## src/rtl/priv_params.svh

```systemverilog
// Widths and reset values for the machine-mode trap unit
// The mtimecmp addresses sit in the custom machine read/write range
`ifndef PRIV_PARAMS_SVH
`define PRIV_PARAMS_SVH

`define PRIV_XLEN           32
`define PRIV_TIMER_DIV      4                // CLK cycles per mtime tick
`define PRIV_RESET_MTVEC    32'h0000_0100    // Direct mode, word aligned

`define PRIV_CSR_MSTATUS    12'h300
`define PRIV_CSR_MIE        12'h304
`define PRIV_CSR_MTVEC      12'h305
`define PRIV_CSR_MEPC       12'h341
`define PRIV_CSR_MCAUSE     12'h342
`define PRIV_CSR_MTVAL      12'h343
`define PRIV_CSR_MIP        12'h344
`define PRIV_CSR_MTIMECMP_L 12'h7C0
`define PRIV_CSR_MTIMECMP_H 12'h7C1

`endif

```

## src/rtl/priv_types_pkg.sv

```systemverilog
// Shared types of the trap unit, M and U modes only
// Reserved fields of the CSR layouts always hold zero
`include "priv_params.svh"

package priv_types_pkg;

    typedef enum logic [3:0] {
        INSN_MAL     = 4'd0,
        INSN_ACCESS  = 4'd1,
        ILLEGAL_INSN = 4'd2,
        BREAKPOINT   = 4'd3,
        L_ADDR_MAL   = 4'd4,
        L_FAULT      = 4'd5,
        S_ADDR_MAL   = 4'd6,
        S_FAULT      = 4'd7,
        ENV_CALL_U   = 4'd8,
        ENV_CALL_M   = 4'd11
    } ex_code_t;

    typedef enum logic [3:0] {
        SOFT_INT_M  = 4'd3,
        TIMER_INT_M = 4'd7,
        EXT_INT_M   = 4'd11
    } int_code_t;

    typedef enum logic [1:0] {
        U_MODE = 2'd0,
        M_MODE = 2'd3
    } priv_level_t;

    typedef enum logic [1:0] {IDLE, FLUSH, COMMIT, RETURN} trap_state_t;

    typedef enum logic [11:0] {
        CSR_MSTATUS    = `PRIV_CSR_MSTATUS,
        CSR_MIE        = `PRIV_CSR_MIE,
        CSR_MTVEC      = `PRIV_CSR_MTVEC,
        CSR_MEPC       = `PRIV_CSR_MEPC,
        CSR_MCAUSE     = `PRIV_CSR_MCAUSE,
        CSR_MTVAL      = `PRIV_CSR_MTVAL,
        CSR_MIP        = `PRIV_CSR_MIP,
        CSR_MTIMECMP_L = `PRIV_CSR_MTIMECMP_L,
        CSR_MTIMECMP_H = `PRIV_CSR_MTIMECMP_H
    } csr_addr_t;

    // Field order is the exception priority, highest first
    typedef struct packed {
        logic breakpoint;
        logic fault_insn_access;
        logic illegal_insn;
        logic mal_insn;
        logic env_u;
        logic env_m;
        logic mal_s;
        logic mal_l;
        logic fault_s;
        logic fault_l;
    } ex_req_t;

    typedef struct packed {
        logic [31:13] rsvd_hi;
        priv_level_t  mpp;       // bits 12:11
        logic [10:8]  rsvd_mid;
        logic         mpie;      // bit 7
        logic [6:4]   rsvd_lo;
        logic         mie;       // bit 3
        logic [2:0]   rsvd_base;
    } mstatus_t;

    // Layout shared by mie and mip, enable bits sit under the pending names
    typedef struct packed {
        logic [31:12] rsvd_hi;
        logic         meip;      // bit 11
        logic [10:8]  rsvd_mid;
        logic         mtip;      // bit 7
        logic [6:4]   rsvd_lo;
        logic         msip;      // bit 3
        logic [2:0]   rsvd_base;
    } irq_bits_t;

    typedef struct packed {
        logic        interrupt;
        logic [30:0] cause;
    } mcause_t;

    typedef struct packed {
        mcause_t                mcause;
        logic [`PRIV_XLEN-1:0]  mepc;
        logic [`PRIV_XLEN-1:0]  mtval;
        mstatus_t               mstatus;
    } trap_info_t;

endpackage

```

## src/rtl/priv_int_ex_handler.sv

```systemverilog
// Purely combinational, its outputs are only used on a commit
// Interrupts are judged on the registered mip, so a new line shows one cycle late
`timescale 1ns/1ps
`include "priv_params.svh"

module priv_int_ex_handler (
    input  priv_types_pkg::ex_req_t     ex_req,
    input  logic [`PRIV_XLEN-1:0]       epc,
    input  logic [`PRIV_XLEN-1:0]       bad_addr,
    input  logic                        ext_int,
    input  logic                        timer_int,
    input  priv_types_pkg::mstatus_t    curr_mstatus,
    input  priv_types_pkg::irq_bits_t   curr_mie,
    input  priv_types_pkg::irq_bits_t   curr_mip,
    input  priv_types_pkg::priv_level_t priv_level,
    output logic                        intr,
    output priv_types_pkg::trap_info_t  trap_info,
    output priv_types_pkg::irq_bits_t   next_mip
);

    import priv_types_pkg::*;

    ex_code_t  ex_src;
    logic      exception;
    logic      tval_addr;      // Cause records the faulting address
    int_code_t int_src;
    logic      interrupt;
    irq_bits_t int_active;

    // Exception pick, first field of ex_req wins
    always_comb begin
        exception = 1'b1;
        ex_src    = INSN_MAL;
        tval_addr = 1'b0;
        if (ex_req.breakpoint) begin
            ex_src = BREAKPOINT;
        end else if (ex_req.fault_insn_access) begin
            ex_src    = INSN_ACCESS;
            tval_addr = 1'b1;
        end else if (ex_req.illegal_insn) begin
            ex_src = ILLEGAL_INSN;
        end else if (ex_req.mal_insn) begin
            ex_src    = INSN_MAL;
            tval_addr = 1'b1;
        end else if (ex_req.env_u) begin
            ex_src = ENV_CALL_U;
        end else if (ex_req.env_m) begin
            ex_src = ENV_CALL_M;
        end else if (ex_req.mal_s) begin
            ex_src    = S_ADDR_MAL;
            tval_addr = 1'b1;
        end else if (ex_req.mal_l) begin
            ex_src    = L_ADDR_MAL;
            tval_addr = 1'b1;
        end else if (ex_req.fault_s) begin
            ex_src    = S_FAULT;
            tval_addr = 1'b1;
        end else if (ex_req.fault_l) begin
            ex_src    = L_FAULT;
            tval_addr = 1'b1;
        end else begin
            exception = 1'b0;
        end
    end

    assign int_active = curr_mie & curr_mip;

    // Enabled interrupts only, external before software before timer
    always_comb begin
        interrupt = curr_mstatus.mie;
        int_src   = SOFT_INT_M;
        if (int_active.meip)      int_src = EXT_INT_M;
        else if (int_active.msip) int_src = SOFT_INT_M;
        else if (int_active.mtip) int_src = TIMER_INT_M;
        else                      interrupt = 1'b0;
    end

    assign intr = exception | interrupt;

    always_comb begin
        trap_info.mcause.interrupt = ~exception;
        trap_info.mcause.cause     = exception ? 31'(ex_src) : 31'(int_src);
        trap_info.mepc             = epc;
        trap_info.mtval            = (exception && tval_addr) ? bad_addr : '0;

        trap_info.mstatus      = curr_mstatus;
        trap_info.mstatus.mpie = curr_mstatus.mie;
        trap_info.mstatus.mie  = 1'b0;
        trap_info.mstatus.mpp  = priv_level;   // Mode the trap came from
    end

    // Hardware lines track the inputs, msip is kept for software
    always_comb begin
        next_mip      = curr_mip;
        next_mip.meip = ext_int;
        next_mip.mtip = timer_int;
    end

endmodule

```

## src/rtl/priv_trap_fsm.sv

```systemverilog
// Trap sequencer, a pending trap always beats an mret sampled in the same cycle
// The pipeline must hold its request until trap_taken
`timescale 1ns/1ps

module priv_trap_fsm (
    input  logic CLK,
    input  logic rst_n,
    input  logic intr,
    input  logic mret,
    input  logic pipe_clear,
    input  logic ex_mem_stall,
    output logic flush,
    output logic trap_taken,
    output logic mret_taken,
    output logic commit_trap,
    output logic commit_ret
);

    import priv_types_pkg::*;

    trap_state_t state, next_state;

    always_ff @(posedge CLK) begin
        if (!rst_n) begin
            state <= IDLE;
        end else begin
            state <= next_state;
        end
    end

    always_comb begin
        next_state = state;
        case (state)
            IDLE: begin
                if (intr)      next_state = FLUSH;
                else if (mret) next_state = RETURN;
            end
            FLUSH: begin
                // Wait for an empty pipe with no memory access in flight
                if (pipe_clear && !ex_mem_stall) next_state = COMMIT;
            end
            COMMIT:  next_state = IDLE;
            RETURN:  next_state = IDLE;
            default: next_state = IDLE;
        endcase
    end

    assign flush       = (state == FLUSH);
    assign commit_trap = (state == COMMIT);
    assign trap_taken  = (state == COMMIT);
    assign commit_ret  = (state == RETURN);
    assign mret_taken  = (state == RETURN);

endmodule

```

## src/rtl/priv_timer.sv

```systemverilog
// Machine timer, mtime itself is not visible on the CSR port
// mtimecmp halves are written separately, so a split update can fire early
`timescale 1ns/1ps
`include "priv_params.svh"

module priv_timer (
    input  logic                      CLK,
    input  logic                      rst_n,
    input  logic                      csr_we,
    input  priv_types_pkg::csr_addr_t csr_addr,
    input  logic [`PRIV_XLEN-1:0]     csr_wdata,
    output logic                      timer_int
);

    import priv_types_pkg::*;

    localparam int PRESC_W = (`PRIV_TIMER_DIV > 1) ? $clog2(`PRIV_TIMER_DIV) : 1;

    logic [PRESC_W-1:0] presc;
    logic [63:0]        mtime;
    logic [63:0]        mtimecmp;

    always_ff @(posedge CLK) begin
        if (!rst_n) begin
            presc <= '0;
            mtime <= '0;
        end else if (presc == PRESC_W'(`PRIV_TIMER_DIV - 1)) begin
            presc <= '0;
            mtime <= mtime + 64'd1;
        end else begin
            presc <= presc + 1'b1;
        end
    end

    always_ff @(posedge CLK) begin
        if (!rst_n) begin
            mtimecmp <= '1;        // No timer interrupt out of reset
        end else if (csr_we) begin
            if (csr_addr == CSR_MTIMECMP_L) mtimecmp[31:0]  <= csr_wdata;
            if (csr_addr == CSR_MTIMECMP_H) mtimecmp[63:32] <= csr_wdata;
        end
    end

    assign timer_int = (mtime >= mtimecmp);

endmodule

```

## src/rtl/priv_csr_file.sv

```systemverilog
// Machine CSRs for M and U modes, direct mtvec only
// A commit in the same cycle as a CSR write drops the write
`timescale 1ns/1ps
`include "priv_params.svh"

module priv_csr_file (
    input  logic                        CLK,
    input  logic                        rst_n,
    input  logic                        csr_we,
    input  priv_types_pkg::csr_addr_t   csr_addr,
    input  logic [`PRIV_XLEN-1:0]       csr_wdata,
    output logic [`PRIV_XLEN-1:0]       csr_rdata,
    input  logic                        commit_trap,
    input  logic                        commit_ret,
    input  priv_types_pkg::trap_info_t  trap_info,
    input  priv_types_pkg::irq_bits_t   next_mip,
    output priv_types_pkg::mstatus_t    curr_mstatus,
    output priv_types_pkg::irq_bits_t   curr_mie,
    output priv_types_pkg::irq_bits_t   curr_mip,
    output priv_types_pkg::priv_level_t priv_level,
    output logic [`PRIV_XLEN-1:0]       mtvec,
    output logic [`PRIV_XLEN-1:0]       mepc
);

    import priv_types_pkg::*;

    mcause_t               mcause;
    logic [`PRIV_XLEN-1:0] mtval;

    always_ff @(posedge CLK) begin
        if (!rst_n) begin
            curr_mstatus <= '0;
            curr_mie     <= '0;
            curr_mip     <= '0;
            mtvec        <= `PRIV_RESET_MTVEC;
            mepc         <= '0;
            mcause       <= '0;
            mtval        <= '0;
            priv_level   <= M_MODE;
        end else begin
            curr_mip <= next_mip;              // Interrupt lines land every cycle
            if (commit_trap) begin
                curr_mstatus <= trap_info.mstatus;
                mcause       <= trap_info.mcause;
                mepc         <= trap_info.mepc;
                mtval        <= trap_info.mtval;
                priv_level   <= M_MODE;
            end else if (commit_ret) begin
                curr_mstatus.mie  <= curr_mstatus.mpie;
                curr_mstatus.mpie <= 1'b1;
                curr_mstatus.mpp  <= U_MODE;
                priv_level        <= curr_mstatus.mpp;
            end else if (csr_we) begin
                case (csr_addr)
                    CSR_MSTATUS: begin
                        curr_mstatus.mie  <= csr_wdata[3];
                        curr_mstatus.mpie <= csr_wdata[7];
                        // Only U and M exist, anything else reads back as U
                        curr_mstatus.mpp  <= (csr_wdata[12:11] == 2'b11) ? M_MODE : U_MODE;
                    end
                    CSR_MIE: begin
                        curr_mie.msip <= csr_wdata[3];
                        curr_mie.mtip <= csr_wdata[7];
                        curr_mie.meip <= csr_wdata[11];
                    end
                    CSR_MIP:    curr_mip.msip <= csr_wdata[3];
                    CSR_MTVEC:  mtvec  <= {csr_wdata[`PRIV_XLEN-1:2], 2'b00};
                    CSR_MEPC:   mepc   <= {csr_wdata[`PRIV_XLEN-1:2], 2'b00};
                    CSR_MCAUSE: mcause <= csr_wdata;
                    CSR_MTVAL:  mtval  <= csr_wdata;
                    default: ;                 // mtimecmp lives in the timer
                endcase
            end
        end
    end

    always_comb begin
        csr_rdata = '0;
        case (csr_addr)
            CSR_MSTATUS: csr_rdata = curr_mstatus;
            CSR_MIE:     csr_rdata = curr_mie;
            CSR_MIP:     csr_rdata = curr_mip;
            CSR_MTVEC:   csr_rdata = mtvec;
            CSR_MEPC:    csr_rdata = mepc;
            CSR_MCAUSE:  csr_rdata = mcause;
            CSR_MTVAL:   csr_rdata = mtval;
            default:     csr_rdata = '0;
        endcase
    end

endmodule

```

## src/rtl/priv_unit.sv

```systemverilog
// Machine-mode trap unit, trap_vector is the raw mtvec in direct mode
// ex_req is held by the pipeline until trap_taken
`timescale 1ns/1ps
`include "priv_params.svh"

module priv_unit (
    input  logic                        CLK,
    input  logic                        rst_n,
    input  priv_types_pkg::ex_req_t     ex_req,
    input  logic [`PRIV_XLEN-1:0]       epc,
    input  logic [`PRIV_XLEN-1:0]       bad_addr,
    input  logic                        mret,
    input  logic                        pipe_clear,
    input  logic                        ex_mem_stall,
    input  logic                        ext_int,
    input  logic                        csr_we,
    input  priv_types_pkg::csr_addr_t   csr_addr,
    input  logic [`PRIV_XLEN-1:0]       csr_wdata,
    output logic [`PRIV_XLEN-1:0]       csr_rdata,
    output logic                        flush,
    output logic                        trap_taken,
    output logic                        mret_taken,
    output logic [`PRIV_XLEN-1:0]       trap_vector,
    output logic [`PRIV_XLEN-1:0]       ret_target,
    output priv_types_pkg::priv_level_t priv_level
);

    import priv_types_pkg::*;

    logic       timer_int;
    logic       intr;
    logic       commit_trap, commit_ret;
    trap_info_t trap_info;
    irq_bits_t  next_mip, curr_mie, curr_mip;
    mstatus_t   curr_mstatus;

    priv_int_ex_handler priv_int_ex_handler_inst (
        .ex_req       (ex_req),
        .epc          (epc),
        .bad_addr     (bad_addr),
        .ext_int      (ext_int),
        .timer_int    (timer_int),
        .curr_mstatus (curr_mstatus),
        .curr_mie     (curr_mie),
        .curr_mip     (curr_mip),
        .priv_level   (priv_level),
        .intr         (intr),
        .trap_info    (trap_info),
        .next_mip     (next_mip)
    );

    priv_trap_fsm priv_trap_fsm_inst (
        .CLK          (CLK),
        .rst_n        (rst_n),
        .intr         (intr),
        .mret         (mret),
        .pipe_clear   (pipe_clear),
        .ex_mem_stall (ex_mem_stall),
        .flush        (flush),
        .trap_taken   (trap_taken),
        .mret_taken   (mret_taken),
        .commit_trap  (commit_trap),
        .commit_ret   (commit_ret)
    );

    priv_timer priv_timer_inst (
        .CLK       (CLK),
        .rst_n     (rst_n),
        .csr_we    (csr_we),
        .csr_addr  (csr_addr),
        .csr_wdata (csr_wdata),
        .timer_int (timer_int)
    );

    priv_csr_file priv_csr_file_inst (
        .CLK          (CLK),
        .rst_n        (rst_n),
        .csr_we       (csr_we),
        .csr_addr     (csr_addr),
        .csr_wdata    (csr_wdata),
        .csr_rdata    (csr_rdata),
        .commit_trap  (commit_trap),
        .commit_ret   (commit_ret),
        .trap_info    (trap_info),
        .next_mip     (next_mip),
        .curr_mstatus (curr_mstatus),
        .curr_mie     (curr_mie),
        .curr_mip     (curr_mip),
        .priv_level   (priv_level),
        .mtvec        (trap_vector),
        .mepc         (ret_target)
    );

endmodule

```

## config.mk

```make
export PLATFORM = sky130hd
export DESIGN_NAME = priv_unit
export DESIGN_NICKNAME = d
export VERILOG_FILES = /design/src/rtl/priv_types_pkg.sv /design/src/rtl/priv_int_ex_handler.sv /design/src/rtl/priv_trap_fsm.sv /design/src/rtl/priv_timer.sv /design/src/rtl/priv_csr_file.sv /design/src/rtl/priv_unit.sv
export VERILOG_INCLUDE_DIRS = /design/src /design/src/rtl
export SDC_FILE = /design/constraint.sdc
export NUM_CORES = 1
export LEC_CHECK = 0
export BUFFER_PORTS_ARGS = -buffer_cell sky130_fd_sc_hd__buf_2
export CAP_MARGIN = 20
export CORE_ASPECT_RATIO = 1.1
export CORE_MARGIN = 5
export CORE_UTILIZATION = 50
export DETAILED_ROUTE_END_ITERATION = 6
export PLACE_DENSITY = 0.82
export SLEW_MARGIN = 20
export SYNTH_ARGS = -nofsm -noshare
export SYNTH_HDL_FRONTEND = slang
export SYNTH_SLANG_ARGS = --single-unit
export TNS_END_PERCENT = 1
```

## constraint.sdc

```tcl
create_clock -name CLK -period 2.32 [get_ports CLK]
set_input_delay 0.232 -clock CLK [delete_from_list [all_inputs] [get_ports CLK]]
set_output_delay 0.232 -clock CLK [all_outputs]
set_load 0.01 [all_outputs]
```

# Word-level counts from Yosys, hierarchy flattened
# Index checks and enable logic that the tools add are counted.
# classes
magnitude_cmp,1
mux,63
addsub,2
n_reduce_logical,26
bitwise,6
eq_ne,17
# op_table
op,count
2-to-1 mux 32 bit,13
case mux 32 bit (7 select lines),1
"== test 12 x 10 -> 1 bit, second input constant",7
"adder 64 x 1 -> 64 bit, second input constant",1
greater-or-equal comparator 64 bit,1
2-to-1 mux 4 bit,12
2-to-1 mux 1 bit,26
"== test 12 x 11 -> 1 bit, second input constant",2
2-to-1 mux 2 bit,8
bitwise AND 12 bit,1
AND reduction 4 bit,3
nonzero test 2 bit,6
AND reduction 2 bit,5
AND reduction 3 bit,3
"== test 2 bit, second input constant",4
2-to-1 mux 3 bit,2
case mux 2 bit (3 select lines),1
nonzero test 3 bit,2
OR reduction 2 bit,3
NOT 1 bit,4
"!= test 3 bit, second input constant",1
"adder 2 x 1 -> 2 bit, second input constant",1
"== test 2 x 1 -> 1 bit, second input constant",1
logical AND 1 bit,2
5 further kinds,5
# totals
in_bits,125
elab_cells,135
reg_bits,270

# Longest topological paths before layout
# logic_depth
depth_word,13
depth_mapped,11

# Hierarchy
# From an unflattened synthesis, not the netlist that was laid out.
# unflattened
cells_unflattened,2155
area_unflattened_um2,17783.3
# by_module_without_submodules
module,cells_per_inst,n_inst,seq_area_each_um2,area_each_um2
priv_csr_file,1165,1,3903.7,9656.8
priv_timer,792,1,2602.5,6698.9
priv_int_ex_handler,185,1,0.0,1312.5
priv_trap_fsm,13,1,40.0,115.1

# Worst setup path before layout
# Ideal clock, no wire load.
# synth_path
path_type,flip-flop to flip-flop
startpoint,reg priv_timer_inst.presc[0]
endpoint,reg priv_timer_inst.mtime[52]
n_path_buf,3
setup_ns,0.059
t_required_ns,2.261
path_slack_ns,0.264
period_less_slack_ns,2.056
path_stages_with_launch,11
arrival_ns,1.996
cell_sequence,dfxtp_1 -> ha_1 -> buf_6 -> and4_1 -> and3_1 -> buf_6 -> and3_1 -> buf_4 -> nand4_4 -> or4_1 -> nand2_1
# synth_between
elab_chain_len,1
# synth_lines
item,line_no,text
"start, declared",priv_timer.sv:19,logic [PRESC_W-1:0] presc;
"start signal, assigned",priv_timer.sv:31,presc <= presc + 1'b1;
== test 2 bit,priv_timer.sv:27,end else if (presc == PRESC_W'(`PRIV_TIMER_DIV - 1)) begin
"end signal, assigned",priv_timer.sv:29,mtime <= mtime + 64'd1;
"end, declared",priv_timer.sv:20,logic [63:0] mtime;
# No other way between the ends.
# A chain may end at the register's enable or synchronous reset.

# Worst setup path in the final report
# layout_path
startpoint,in csr_addr[11]
endpoint,out csr_rdata[29]
# layout_between
elab_chain_len,2
# layout_lines
item,line_no,text
"start, declared",priv_unit.sv:17,"input priv_types_pkg::csr_addr_t csr_addr,"
== test 12 x 10 -> 1 bit,priv_csr_file.sv:79,case (csr_addr)
case mux 32 bit (7 select lines) *,priv_csr_file.sv:79,
"end, declared",priv_unit.sv:19,"output logic [`PRIV_XLEN-1:0] csr_rdata,"
# Every way passes the cells marked *; elsewhere a longest branch is shown, timed or not.

==> results.md <==
- Status: finished, final reports clean
- Initial DRC count: 1,936
- Maximum vdd drop: 0.730 mV
- DIE AREA: 29,800 µm²
- Post-Synthesis Cells: 1,586
- Logic pwr share: 0.058
- Pwr Density: 606 nW/µm²
- DR vias: between 10,000 and 15,000
- Clk pwr share: 0.475
- Worst Path Max Fanout: 29
- Final period utilization: 0.945
- Post-route insts no fill: roughly 2,200
- Fill count: between 1,500 and 2,000
- Fmax: 0.456 GHz
- GRT Util Overall: 0.291
- Synth Cell Area: ~13,000 µm²
- Critical path endpoint category: primary output
- Die Width: 165 µm
- Most common cell after layout, fill and taps aside: nand2_1
- Least-Margin Pin Slew: 668 ps
- Clk slew on worst S/H paths: 60 ps
- Wire per inst: 20.3 µm
- Final Hold Viols: 0
- Async SR Flop Fraction: 0
- Worst endpoint data arrival time: roughly 2000 ps
- Clock tree buffer depth: 3
- Min setup slack post-route: 128 ps
- Largest net degree at the start of global routing: 103
- Share of cells above drive strength 1: 0.189
- Critical-path cell list: buf_2 -> nand3b_4 -> or4b_4 -> nor2_2 -> buf_12 -> a22oi_1 -> nand2_1 -> buf_2
- Initial antenna violation count: 2
- Final core utilization: 0.639
- #FFs+latches synth: 270
- Detail Route Antenna Nets: 0
- Synth Flop Type: dfxtp_1
- Commonest non-fill, non-tap cells in the layout: nand2_1 (290), dfxtp_1 (270), buf_2 (222)
- Row count: slightly above 60
- Worst EP required: 2090 ps
- Total gr overflow: 0
- Max-cap violations: 0
- Detailed placement HPWL: around 31,000 µm
- CP max stage delay: 540 ps
- EDFF count, synth: 0
- Worst-path cell with the longest stage delay: or4b_4
- RSZ-0062 raised after global routing: yes
- Setup_tns: 0 ps
- Most used cell, CP: buf_2
- Switching share of power: 0.227
- Inserted Clock Buffers: 29
- Placed insts: 2,111
- Port-buffer cells: ~220
- Final wirelength: around 45,000 µm
- Clk sinks: 270
- WS Path Type: input pin to primary output
- Ports: 226
- Net Switching: 2.29 mW
- Syn-to-layout area delta: 26.0%
- Relative slew slack: 0.550
- Vias in the first global route: 13,500
- Final setup fails: 0
- Int Pwr: a little under 8 mW
- Post-route DRC: 0
- Starting density of the core: 0.507
- Leak: between 7 and 8 nW
- First-pass GRT wire length: 71,000 µm
- GPL Wtd Cong: 0.913
- Post-Syn Area per Cell: 8.34 µm²
- Post-Place Setup Slack: between 100 and 150 ps
- Buf/Inv on CP: 3
- # H-tree levels: 1
- 1st-pass router iterations: 6
- Sequential share of power: 0.466
- Vias per cell: 6.13
- Worst Hold Class: input pin to flip-flop
- Yosys cell types: 66
- Final critical-path required period: 2190 ps
- Ant. Diodes: 0
- CTS tree: done
- Yosys warns: 0
- Top Family by Delay on Critical Path: simple AND/OR/NAND/NOR gates
- Layout Skew: 19.8 ps
- Critical Path Start Type: input pin
- Root Driver: clkbuf_16
- Worst-Skew Late Latency: about 560 ps
- Core ar.: 26,100 µm²
- Register area share after synthesis: 0.409
- Die Ht: approximately 180 µm
- Slew Limit Fails: 0
- Nets@finish: 2,050
[registers in the layout, indices dropped and copies added (netlist names)]
register	flops
priv_csr_file_inst.mcause	32
priv_timer_inst.mtimecmp	64
priv_timer_inst.presc	2
priv_csr_file_inst.mtval	32
priv_csr_file_inst.curr_mip	3
priv_csr_file_inst.curr_mie	3
priv_trap_fsm_inst.state	2
priv_timer_inst.mtime	64
priv_csr_file_inst.curr_mstatus	4
priv_csr_file_inst.mepc	32
priv_csr_file_inst.priv_level	2
priv_csr_file_inst.mtvec	30
[layout make-up]
cell class	count	area, µm²	share of cell area
clock buffer	43	858	0.0515
clock inverter	9	145	0.00871
timing repair buffer	345	2430	0.146
sequential	270	5410	0.324
multi-input combinational	1133	7080	0.425
inverter	80	303	0.0182
tap	352	440	0.0264
[cells by family after synthesis]
group / synth area share
mux: 0.0272
flops: 0.409
buf+inv: 0.0577
fa+ha+maj: 0.0624
simple gates: 0.216
xor+xnor: 0.0291
compound gates: 0.198
other cells: 0.000284
[stage by stage]
step           hold slack [ps]  cell area [µm²]  total power [mW]
3_3_place_gp               414            15000              5.28
5_1_grt                   14.8            16700              10.4
3_5_place_dp               424            15000              5.28
6_report                  14.3            16700              10.1
2_1_floorplan              356            13200              4.99
4_1_cts                  0.856            16700              10.1
[what timing repair did]
item                                    CTS  global route
hold buffers                             68             1
buffers inserted                          0             0
gates resized for setup                   0             1
endpoints found under the hold margin    76             1
endpoints found under the setup margin    0             2
[worst register-to-register path, cell delays in order (launching register included)]
cell and delay [ps]:
dfxtp_1 400, and4_4 280, and4_1 230, nor4b_4 330, nand4_4 270, or4_1 540
nand2_1 80
[synthesized netlist by cell type (7+ instances only)]
cell        n  area [µm²]
and3_1     11        68.8
buf_2      22         110
nand3_1    37         185
xnor2_1    21         184
nor3_1     12        60.1
ha_1       66         826
nand2_1   291        1090
nor2_1    133         499
a222oi_1    8        80.1
a21oi_1    99         495
clkbuf_1   72         270
inv_1      79         297
and4_1      9        78.8
o21ai_0    53         265
nand2b_1    7        43.8
mux2i_1    36         360
a221oi_1   34         298
dfxtp_1   270        5410
xor2_1     23         201
a21o_1     10        75.1
a211oi_1   35         263
o211ai_1   68         510
nand4_1    28         175
a22oi_1    56         420
and2_1     10        62.6
nor4_1      8        50.1
[worst paths after layout]
path                             startpoint                           end  slack, ps  depth (start not counted)
hold / removal                csr_wdata[27]  priv_csr_file_inst.mtvec[27]         10                          3
setup reg to reg  priv_timer_inst.mtime[25]     priv_timer_inst.mtime[52]        140                          6
setup / recovery               csr_addr[11]                 csr_rdata[29]        130                          8
hold reg to reg    priv_timer_inst.presc[0]      priv_timer_inst.presc[0]        430                          1
[power by group through the flow]
stage | Clock [mW] | Sequential (mW) | Combinational, mW
2_1_floorplan | 0 | 4.81 | 0.184
3_3_place_gp | 0 | 4.81 | 0.468
3_5_place_dp | 0 | 4.81 | 0.473
4_1_cts | 4.83 | 4.71 | 0.564
5_1_grt | 5.02 | 4.71 | 0.618
6_report | 4.80 | 4.71 | 0.589
[routing by layer]
metal  vias up  wire length (µm)  track usage
li1       6207                 -            -
met3       226              4770       0.0597
met4         4              2770        0.157
met5         -                24            0
met2       859             20400        0.465
met1      6385             17300        0.366
(Power assumes the default switching activity.)
